<file path="config.mk">
export PLATFORM = sky130hd
export DESIGN_NAME = img_controller
export DESIGN_NICKNAME = d
export VERILOG_FILES = /design/src/img_pkg.sv /design/src/fletcher_checksum.sv /design/src/frame_decoder.sv /design/src/img_controller.sv /design/src/pixel_store.sv /design/src/readout_sequencer.sv
export SDC_FILE = /design/constraint.sdc
export NUM_CORES = 1
export LEC_CHECK = 0
export BUFFER_PORTS_ARGS = -buffer_cell sky130_fd_sc_hd__buf_2
export CAP_MARGIN = 10
export CORE_ASPECT_RATIO = 1.25
export CORE_UTILIZATION = 55
export CTS_CLUSTER_SIZE = 25
export DETAILED_ROUTE_END_ITERATION = 6
export MAX_ROUTING_LAYER = met4
export PLACE_DENSITY = 0.8
export SLEW_MARGIN = 40
export SYNTH_ARGS = -nofsm -noshare
export SYNTH_HDL_FRONTEND = slang
export SYNTH_SLANG_ARGS = --single-unit
</file>
<file path="constraint.sdc">
create_clock -name clk -period 6.5 [get_ports clk]
set_clock_uncertainty 0.05 [all_clocks]
set_input_delay 0.65 -clock clk [delete_from_list [all_inputs] [get_ports clk]]
set_output_delay 0.65 -clock clk [all_outputs]
set_load 0.02 [all_outputs]
</file>
<file path="src/img_pkg.sv">
package img_pkg;

    // ==========================================================
    // Frame geometry and word widths
    // ==========================================================
    localparam int IMG_WIDTH  = 8;
    localparam int IMG_HEIGHT = 8;
    localparam int IMG_PIXELS = IMG_WIDTH * IMG_HEIGHT;

    localparam int PIXEL_BITS = 12;
    localparam int WORD_BITS  = 16;

    // Readout framing
    localparam int HEADER_WORDS   = 4;
    localparam int CHECKSUM_WORDS = 2;
    localparam int PADDING_WORDS  = 2;

    localparam int STAT_BITS  = 18;
    localparam int ADDR_BITS  = $clog2(IMG_PIXELS);
    localparam int COUNT_BITS = ADDR_BITS + 1;
    localparam int SKIP_BITS  = 2;

    // ==========================================================
    // Shared types
    // ==========================================================
    typedef logic [WORD_BITS-1:0] pixel_word_t;

    // One store write, en is a single-cycle strobe
    typedef struct packed {
        logic                 en;
        logic [ADDR_BITS-1:0] addr;
        pixel_word_t          data;
    } pixel_wr_t;

    typedef struct packed {
        logic [COUNT_BITS-1:0] pixel_count;
        logic [STAT_BITS-1:0]  highlight_count;
        logic [STAT_BITS-1:0]  shadow_count;
    } capture_stats_t;

    // First header word sits in the top bits
    typedef struct packed {
        pixel_word_t [HEADER_WORDS-1:0] words;
    } header_t;

endpackage

</file>
<file path="src/fletcher_checksum.sv">
`timescale 1ns/1ns

module fletcher_checksum import img_pkg::*; (
    input  logic                   clk,
    input  logic                   rst,
    input  logic                   clear,
    input  logic                   en,
    input  pixel_word_t            din,
    output logic [2*WORD_BITS-1:0] sum
);

    logic [WORD_BITS-1:0] a;
    logic [WORD_BITS-1:0] b;
    logic [WORD_BITS-1:0] a_next;

    // Sum modulo 2^16-1, a single subtract covers the whole range
    function automatic logic [WORD_BITS-1:0] add_mod(
        input logic [WORD_BITS-1:0] lhs,
        input logic [WORD_BITS-1:0] rhs
    );
        logic [WORD_BITS:0] s;
        s = {1'b0, lhs} + {1'b0, rhs};
        if (s >= {1'b0, {WORD_BITS{1'b1}}}) begin
            s = s - {1'b0, {WORD_BITS{1'b1}}};
        end
        return s[WORD_BITS-1:0];
    endfunction

    assign a_next = add_mod(a, din);
    assign sum    = {b, a};

    always_ff @(posedge clk) begin
        if (rst || clear) begin
            a <= '0;
            b <= '0;
        end else if (en) begin
            a <= a_next;
            b <= add_mod(b, a_next);
        end
    end

endmodule

</file>
<file path="src/frame_decoder.sv">
`timescale 1ns/1ns

module frame_decoder import img_pkg::*; (
    input  logic                  clk,
    input  logic                  rst,
    input  logic                  cmd_capture,
    input  logic [SKIP_BITS-1:0]  cmd_skip_count,
    input  logic [PIXEL_BITS-1:0] img_pixel,
    input  logic                  img_fv,
    input  logic                  img_lv,
    output pixel_wr_t             pix_wr,
    output capture_stats_t        status_stats,
    output logic                  status_capture_done
);

    enum logic [2:0] {
        ST_IDLE,
        ST_ARM,
        ST_WAIT_FRAME,
        ST_SKIP_CHECK,
        ST_CAPTURE
    } state;

    logic                 capture_prev;
    logic                 capture_cmd;
    logic                 fv_prev;
    logic                 lv_prev;
    logic                 frame_start;
    logic [1:0]           x;
    logic [1:0]           y;
    logic [SKIP_BITS-1:0] skip_count;
    logic [ADDR_BITS-1:0] wr_addr;
    logic                 stat_point;
    logic [6:0]           px_top;

    assign capture_cmd = cmd_capture ^ capture_prev;
    assign frame_start = img_fv && !fv_prev;

    // One sample per 4x4 block
    assign stat_point = img_lv && (x == 2'd0) && (y == 2'd0);
    assign px_top     = img_pixel[PIXEL_BITS-1 -: 7];

    // ==========================================================
    // Capture FSM, position tracking and statistics
    // ==========================================================
    always_ff @(posedge clk) begin
        // Low byte goes out first on the wire
        pix_wr.data <= {img_pixel[7:0], 4'b0000, img_pixel[PIXEL_BITS-1:8]};
        pix_wr.addr <= wr_addr;

        if (rst) begin
            state               <= ST_IDLE;
            capture_prev        <= 1'b0;
            fv_prev             <= 1'b0;
            lv_prev             <= 1'b0;
            x                   <= '0;
            y                   <= '0;
            skip_count          <= '0;
            wr_addr             <= '0;
            pix_wr.en           <= 1'b0;
            status_stats        <= '0;
            status_capture_done <= 1'b0;
        end else begin
            capture_prev <= cmd_capture;
            fv_prev      <= img_fv;
            lv_prev      <= img_lv;
            pix_wr.en    <= 1'b0;

            if (!img_lv) begin
                x <= '0;
            end else begin
                x <= x + 1'b1;
            end

            // Row advances at the end of each line
            if (!img_fv) begin
                y <= '0;
            end else if (lv_prev && !img_lv) begin
                y <= y + 1'b1;
            end

            if (pix_wr.en) begin
                status_stats.pixel_count <= status_stats.pixel_count + 1'b1;
            end

            case (state)
                ST_ARM: begin
                    status_stats <= '0;
                    skip_count   <= cmd_skip_count;
                    wr_addr      <= '0;
                    state        <= ST_WAIT_FRAME;
                end
                ST_WAIT_FRAME: begin
                    if (frame_start) begin
                        state <= ST_SKIP_CHECK;
                    end
                end
                ST_SKIP_CHECK: begin
                    if (skip_count != '0) begin
                        skip_count <= skip_count - 1'b1;
                        state      <= ST_WAIT_FRAME;
                    end else begin
                        state <= ST_CAPTURE;
                    end
                end
                ST_CAPTURE: begin
                    if (img_fv) begin
                        pix_wr.en <= img_lv;
                        if (img_lv) begin
                            wr_addr <= wr_addr + 1'b1;
                        end
                        if (stat_point && (px_top == 7'h7f)) begin
                            status_stats.highlight_count <=
                                status_stats.highlight_count + 1'b1;
                        end
                        if (stat_point && (px_top == 7'h00)) begin
                            status_stats.shadow_count <= status_stats.shadow_count + 1'b1;
                        end
                    end else begin
                        // Frame end
                        status_capture_done <= !status_capture_done;
                        state               <= ST_IDLE;
                    end
                end
                default: begin
                end
            endcase

            // A new command restarts from any state
            if (capture_cmd) begin
                state <= ST_ARM;
            end
        end
    end

    // Writes fill the store in order and never run past the frame
    assert property (@(posedge clk) disable iff (rst)
        pix_wr.en |-> (pix_wr.addr == status_stats.pixel_count[ADDR_BITS-1:0])
                      && (status_stats.pixel_count < COUNT_BITS'(IMG_PIXELS)));

endmodule

</file>
<file path="src/img_controller.sv">
`timescale 1ns/1ns

module img_controller import img_pkg::*; (
    input  logic                  clk,
    input  logic                  rst,

    // Commands
    input  logic                  cmd_capture,
    input  logic                  cmd_readout,
    input  logic [SKIP_BITS-1:0]  cmd_skip_count,
    input  header_t               cmd_header,

    // Sensor
    input  logic [PIXEL_BITS-1:0] img_pixel,
    input  logic                  img_fv,
    input  logic                  img_lv,

    // Status
    output logic                  status_capture_done,
    output capture_stats_t        status_stats,

    // Readout stream
    output logic                  readout_start,
    output logic                  readout_ready,
    input  logic                  readout_trigger,
    output pixel_word_t           readout_data
);

    pixel_wr_t            pix_wr;
    logic [ADDR_BITS-1:0] rd_addr;
    pixel_word_t          rd_data;

    // ==========================================================
    // Capture side
    // ==========================================================
    frame_decoder frame_decoder_i (
        .clk                 (clk),
        .rst                 (rst),
        .cmd_capture         (cmd_capture),
        .cmd_skip_count      (cmd_skip_count),
        .img_pixel           (img_pixel),
        .img_fv              (img_fv),
        .img_lv              (img_lv),
        .pix_wr              (pix_wr),
        .status_stats        (status_stats),
        .status_capture_done (status_capture_done)
    );

    pixel_store pixel_store_i (
        .clk     (clk),
        .pix_wr  (pix_wr),
        .rd_addr (rd_addr),
        .rd_data (rd_data)
    );

    // ==========================================================
    // Readout side
    // ==========================================================
    readout_sequencer readout_sequencer_i (
        .clk             (clk),
        .rst             (rst),
        .cmd_readout     (cmd_readout),
        .cmd_header      (cmd_header),
        .rd_addr         (rd_addr),
        .rd_data         (rd_data),
        .readout_start   (readout_start),
        .readout_ready   (readout_ready),
        .readout_trigger (readout_trigger),
        .readout_data    (readout_data)
    );

endmodule

</file>
<file path="src/pixel_store.sv">
`timescale 1ns/1ns

module pixel_store import img_pkg::*; (
    input  logic                 clk,
    input  pixel_wr_t            pix_wr,
    input  logic [ADDR_BITS-1:0] rd_addr,
    output pixel_word_t          rd_data
);

    // One captured frame
    pixel_word_t mem [IMG_PIXELS];

    // Write port, fed by the capture side
    always_ff @(posedge clk) begin
        if (pix_wr.en) begin
            mem[pix_wr.addr] <= pix_wr.data;
        end
    end

    // Read port, registered, address sampled every cycle
    always_ff @(posedge clk) begin
        rd_data <= mem[rd_addr];
    end

endmodule

</file>
<file path="src/readout_sequencer.sv">
`timescale 1ns/1ns

module readout_sequencer import img_pkg::*; (
    input  logic                 clk,
    input  logic                 rst,
    input  logic                 cmd_readout,
    input  header_t              cmd_header,
    output logic [ADDR_BITS-1:0] rd_addr,
    input  pixel_word_t          rd_data,
    output logic                 readout_start,
    output logic                 readout_ready,
    input  logic                 readout_trigger,
    output pixel_word_t          readout_data
);

    enum logic [2:0] {
        ST_IDLE,
        ST_START,
        ST_HEADER,
        ST_PIXEL,
        ST_TRAILER_LOAD,
        ST_TRAILER
    } state;

    logic                   readout_prev;
    logic                   readout_cmd;
    header_t                hdr_shift;
    logic [COUNT_BITS-1:0]  word_left;
    logic [ADDR_BITS-1:0]   next_addr;
    logic                   pending;
    logic                   can_load;
    logic                   xfer;
    logic                   cks_clear;
    logic                   cks_en;
    pixel_word_t            cks_din;
    logic [2*WORD_BITS-1:0] cks_sum;
    pixel_word_t            trailer_word;

    assign readout_cmd = cmd_readout ^ readout_prev;

    // Hold register may take a new word when empty or draining
    assign can_load = !readout_ready || readout_trigger;
    assign xfer     = readout_ready && readout_trigger;

    // Re-read the pending address while the hold register is blocked
    assign rd_addr = can_load ? next_addr : next_addr - ADDR_BITS'(1);

    // ==========================================================
    // Checksum over header and pixel words, host byte order
    // ==========================================================
    assign cks_clear = (state == ST_START);
    assign cks_en    = xfer && (state != ST_TRAILER);
    assign cks_din   = {readout_data[7:0], readout_data[15:8]};

    fletcher_checksum fletcher_i (
        .clk   (clk),
        .rst   (rst),
        .clear (cks_clear),
        .en    (cks_en),
        .din   (cks_din),
        .sum   (cks_sum)
    );

    // Trailer words, little endian checksum then zeros
    always_comb begin
        trailer_word = '0;
        if (word_left == COUNT_BITS'(CHECKSUM_WORDS + PADDING_WORDS)) begin
            trailer_word = {cks_sum[7:0], cks_sum[15:8]};
        end else if (word_left == COUNT_BITS'(CHECKSUM_WORDS + PADDING_WORDS - 1)) begin
            trailer_word = {cks_sum[23:16], cks_sum[31:24]};
        end
    end

    // ==========================================================
    // Readout FSM
    // ==========================================================
    always_ff @(posedge clk) begin
        if (rst) begin
            state         <= ST_IDLE;
            readout_prev  <= 1'b0;
            readout_start <= 1'b0;
            readout_ready <= 1'b0;
            word_left     <= '0;
            next_addr     <= '0;
            pending       <= 1'b0;
        end else begin
            readout_prev <= cmd_readout;

            case (state)
                ST_START: begin
                    hdr_shift     <= cmd_header;
                    word_left     <= COUNT_BITS'(HEADER_WORDS);
                    next_addr     <= '0;
                    pending       <= 1'b0;
                    readout_ready <= 1'b0;
                    readout_start <= !readout_start;
                    state         <= ST_HEADER;
                end
                ST_HEADER: begin
                    if (can_load) begin
                        if (word_left != '0) begin
                            readout_data  <= hdr_shift.words[HEADER_WORDS-1];
                            hdr_shift     <= header_t'(hdr_shift << WORD_BITS);
                            readout_ready <= 1'b1;
                            word_left     <= word_left - 1'b1;
                        end else begin
                            readout_ready <= 1'b0;
                            word_left     <= COUNT_BITS'(IMG_PIXELS);
                            state         <= ST_PIXEL;
                        end
                    end
                end
                ST_PIXEL: begin
                    if (can_load) begin
                        // Word issued last time is in rd_data now
                        readout_ready <= pending;
                        if (pending) begin
                            readout_data <= rd_data;
                        end
                        if (word_left != '0) begin
                            pending   <= 1'b1;
                            next_addr <= next_addr + 1'b1;
                            word_left <= word_left - 1'b1;
                        end else begin
                            pending <= 1'b0;
                            state   <= ST_TRAILER_LOAD;
                        end
                    end
                end
                ST_TRAILER_LOAD: begin
                    // Sum is final once the last pixel has left
                    if (can_load) begin
                        readout_ready <= 1'b0;
                        word_left     <= COUNT_BITS'(CHECKSUM_WORDS + PADDING_WORDS);
                        state         <= ST_TRAILER;
                    end
                end
                ST_TRAILER: begin
                    if (can_load) begin
                        if (word_left != '0) begin
                            readout_data  <= trailer_word;
                            readout_ready <= 1'b1;
                            word_left     <= word_left - 1'b1;
                        end else begin
                            readout_ready <= 1'b0;
                            state         <= ST_IDLE;
                        end
                    end
                end
                default: begin
                end
            endcase

            if (readout_cmd) begin
                state <= ST_START;
            end
        end
    end

    // A word offered to the consumer stays put until taken
    assert property (@(posedge clk) disable iff (rst)
        readout_ready && !readout_trigger |=> $stable(readout_data));

endmodule

</file>
==> results.toml <==
[synth]
synth_cells = 2355
avgSynthCellArea_um2 = 17.4
synthesis.area_um2 = 41100
synth.net_count = 2489
ys_types = 88
ys_async_sr_fraction_pct = 0
synth_edf_count = 848
yosys_warnings = 0
ys_seq_elements = 993
seq_area_frac_synth_pct = 69.1
synthFlopType = "edfxtp_1"

[clock_network]
h-tree-depth = 3
clk_path_buf_depth = 3
cts_root_buf = "clkbuf_16"
cts_sinks = 993
numCtsBuffers = 92
cts_tree = "yes"
cts-hold-fix-buffers = 0
path_clk_slew_ps = 60
clk_latency_ps = 660

[power_and_ir_drop]
total_power_mw = 13.4
irDropWorstVdd_mv = 0.223
p_leak_nw = 15.7
power-per-cell-area_nw_per_um2 = 289

[timing]
setup_viol = 0
setup_ws_ps = 278
setup_tns_ps = 0
relSlewSlack_pct = 42.9
fin_crit_sh_pct = 95.7
fin_crit_ps = 6220
worst_slew_pin_slew_ps = 856
final_max_slew_viol_count = 0
final-hold-violation-count = 0
rsz0062_at_grt = "false"
fmax_ghz = 0.161

[floorplan]
num_rows = 111
die-area_um2 = 75800
fp.dieH_um = 307
ioPinCount = 147
core_region_area_um2 = 73600
chipWidth_um = 246
start_util_pct = 55.8

[setup_path]
crit_arrival_ps = 6690
end_kind = "flip-flop"
critPathLaunch = "readout_sequencer_i.fletcher_i.a[0]"
crit_path_max_fanout = 7
critPathSlowestCell = "o41ai_4"
max_stage_delay_ps = 450
critPathKind = "reg2reg"
worstReg2RegStart = "readout_sequencer_i.fletcher_i.a[0]"
rrSetupSlack_ps = 280
critPathLaunchType = "flip-flop"
r2r_end = "readout_sequencer_i.fletcher_i.b[1]"
endpoint = "readout_sequencer_i.fletcher_i.b[1]"
crit_required_ps = 6960
ff2ff_path_depth = 26

[global_routing]
grt_pass1_vias = 23200
antenna_found_initial = 2
gr-total-overflow = 0
grt_use_total_pct = 26.6
grt_pass1_wl_mm = 145
grt_max_degree = 96

[place]
post-place-ws_ps = 66.3
port_buffers = 146
place_congestion = 0.982
hpwl_mm = 62.2

[status]
violations = "DRC"
status = "complete, but fails checks"

[detailed_routing]
vias_per_cell = 6.31
wl_mm = 96.0
first_pass_iters = 7
drtIter0Drc = 2064
num_vias = 22400
drc = 1
ant_nets = 0
wire_per_inst_um = 27.0

[cells_and_area]
drive_above_1_share_pct = 29.5
area_growth_syn_to_layout_pct = 12.7
finalNetCount = 2653

[run]
cap_violations = 0

[worst_hold_path]
min_path_type = "in2reg"
==> registers in the layout (all words and copies together), names as in the netlist <==
| register | count |
|---|---|
| readout_sequencer_i.hdr_shift | 64 |
| frame_decoder_i.fv_prev | 1 |
| readout_sequencer_i.next_addr | 6 |
| frame_decoder_i.status_stats | 43 |
| readout_sequencer_i.state | 3 |
| pixel_store_i.mem | 768 |
| readout_sequencer_i.readout_prev | 1 |
| frame_decoder_i.wr_addr | 6 |
| frame_decoder_i.pix_wr | 19 |
| readout_sequencer_i.readout_ready | 1 |
| frame_decoder_i.skip_count | 2 |
| frame_decoder_i.state | 3 |
| readout_sequencer_i.fletcher_i.b | 16 |
| frame_decoder_i.capture_prev | 1 |
| frame_decoder_i.x | 2 |
| frame_decoder_i.status_capture_done | 1 |
| readout_sequencer_i.pending | 1 |
| readout_sequencer_i.word_left | 7 |
| frame_decoder_i.y | 2 |
| pixel_store_i.rd_data | 12 |
| frame_decoder_i.lv_prev | 1 |
| readout_sequencer_i.readout_start | 1 |
| readout_sequencer_i.fletcher_i.a | 16 |
| readout_sequencer_i.readout_data | 16 |
==> power by group <==
group / total (mW) / switching, mW / internal (mW)
clock: 5.29 / 2.33 / 2.96
combinational: 0.980 / 0.543 / 0.436
sequential: 7.10 / 0.122 / 6.98
total: 13.4 / 2.99 / 10.4
==> cells by family after synthesis <==
family                   share of synthesized area (%)
flip-flops                                        69.1
AND/OR/NAND/NOR                                   6.12
multiplexers                                      15.3
AO/OA/AOI/OAI                                     4.43
buffers and inverters                             1.48
XOR/XNOR                                          2.03
adder cells (fa/ha/maj)                           1.53
==> synth_stat cells, types with 4 or more instances <==
cell / number / share of area (%)
edfxtp_1: 848 / 62
mux4_2: 252 / 14
nor2_1: 170 / 1.6
dfxtp_1: 145 / 7.1
nand2_1: 93 / 0.85
clkbuf_1: 78 / 0.71
a21oi_1: 65 / 0.79
o21ai_0: 62 / 0.76
xor2_1: 54 / 1.2
mux2_2: 51 / 1.4
ha_1: 47 / 1.4
xnor2_1: 41 / 0.87
nand3_1: 35 / 0.43
inv_1: 34 / 0.31
a22oi_1: 31 / 0.57
nor2b_1: 31 / 0.47
buf_2: 27 / 0.33
nor3_1: 27 / 0.33
and3_1: 22 / 0.34
nand4_1: 17 / 0.26
a21o_1: 15 / 0.27
nand2b_1: 15 / 0.23
and2_1: 14 / 0.21
buf_1: 10 / 0.091
o21ai_1: 9 / 0.11
or3_1: 9 / 0.14
a211oi_1: 8 / 0.15
nor4_1: 8 / 0.12
nor3b_1: 7 / 0.13
o211a_1: 7 / 0.17
nand3b_1: 6 / 0.11
or2_2: 6 / 0.091
a31oi_1: 5 / 0.076
and3b_1: 5 / 0.11
a311oi_1: 4 / 0.085
a31o_2: 4 / 0.085
mux2i_1: 4 / 0.098
nor3b_2: 4 / 0.12
o211ai_1: 4 / 0.073
o21ba_2: 4 / 0.098
==> timing repair <==
action / 4_1_cts / 5_1_grt
buffers inserted: 0 / 11
setup endpoints to repair: 0 / 14
resized for setup: 0 / 23
==> final cells by class <==
class | count | area (um^2)
clock inverter | 50 | 478
multi-input combinational | 1211 | 12500
tap | 960 | 1200
clock buffer | 116 | 2450
inverter | 34 | 128
fill | 4971 | 27300
antenna | 3 | 7.51
sequential | 993 | 28400
timing repair buffer | 187 | 1140
==> critical path: cells and delay by family (launching register included) <==
family                     cells  cell delay, ps
AOI/OAI and AO/OA             10            2360
xor gates and xnor gates       2             360
adders and majority gates      4            1220
buffers and inverters          4             450
DFF                            1             360
and+or+nand+nor                6            1280
==> routing by layer <==
metal | vias up | share of wire (%) | GRT usage (%)
met5 | - | 0 | -
met4 | 0 | 4.0 | 11.5
met3 | 209 | 6.1 | 4.19
met2 | 917 | 53 | 45.5
met1 | 11600 | 37 | 31.1
li1 | 9686 | - | -
==> through the flow <==
stage                     instance area (um^2)  hold WS (ps)  util, %  instances
after detailed placement                 43100           314     58.6       3374
after floorplan                          41100           299        -       2355
after CTS                                46100          12.8     62.6       3540
final                                    46300          52.1     62.9       3554
after global placement                   42800           307     58.2       3371
after global routing                     46300          30.8     62.9       3554
==> cell usage in the layout (no fill, tap or decap), drive strengths merged, types with 27 or more instances in the layout <==
master,count
edfxtp,848
mux4,252
nand3,36
clkbuf,116
a21oi,65
a22oi,31
clkinv,33
nor2b,31
xnor2,41
mux2,51
dfxtp,145
inv,39
o21ai,72
buf,187
nor2,170
xor2,54
nor3,27
ha,47
nand2,93
==> how the worst min path moves through the flow <==
stage                                           from                    endpoint  slack, ps  cells past startpoint
after floorplan           frame_decoder_i.wr_addr[5]  frame_decoder_i.pix_wr[21]        300                      0
after global placement    frame_decoder_i.wr_addr[5]  frame_decoder_i.pix_wr[21]        310                      0
after detailed placement  frame_decoder_i.wr_addr[5]  frame_decoder_i.pix_wr[21]        310                      0
after CTS                               img_pixel[0]   frame_decoder_i.pix_wr[8]         10                      1
after global routing                    img_pixel[0]   frame_decoder_i.pix_wr[8]         30                      1
final                                   img_pixel[0]   frame_decoder_i.pix_wr[8]         50                      1
(Power assumes the default switching activity.)
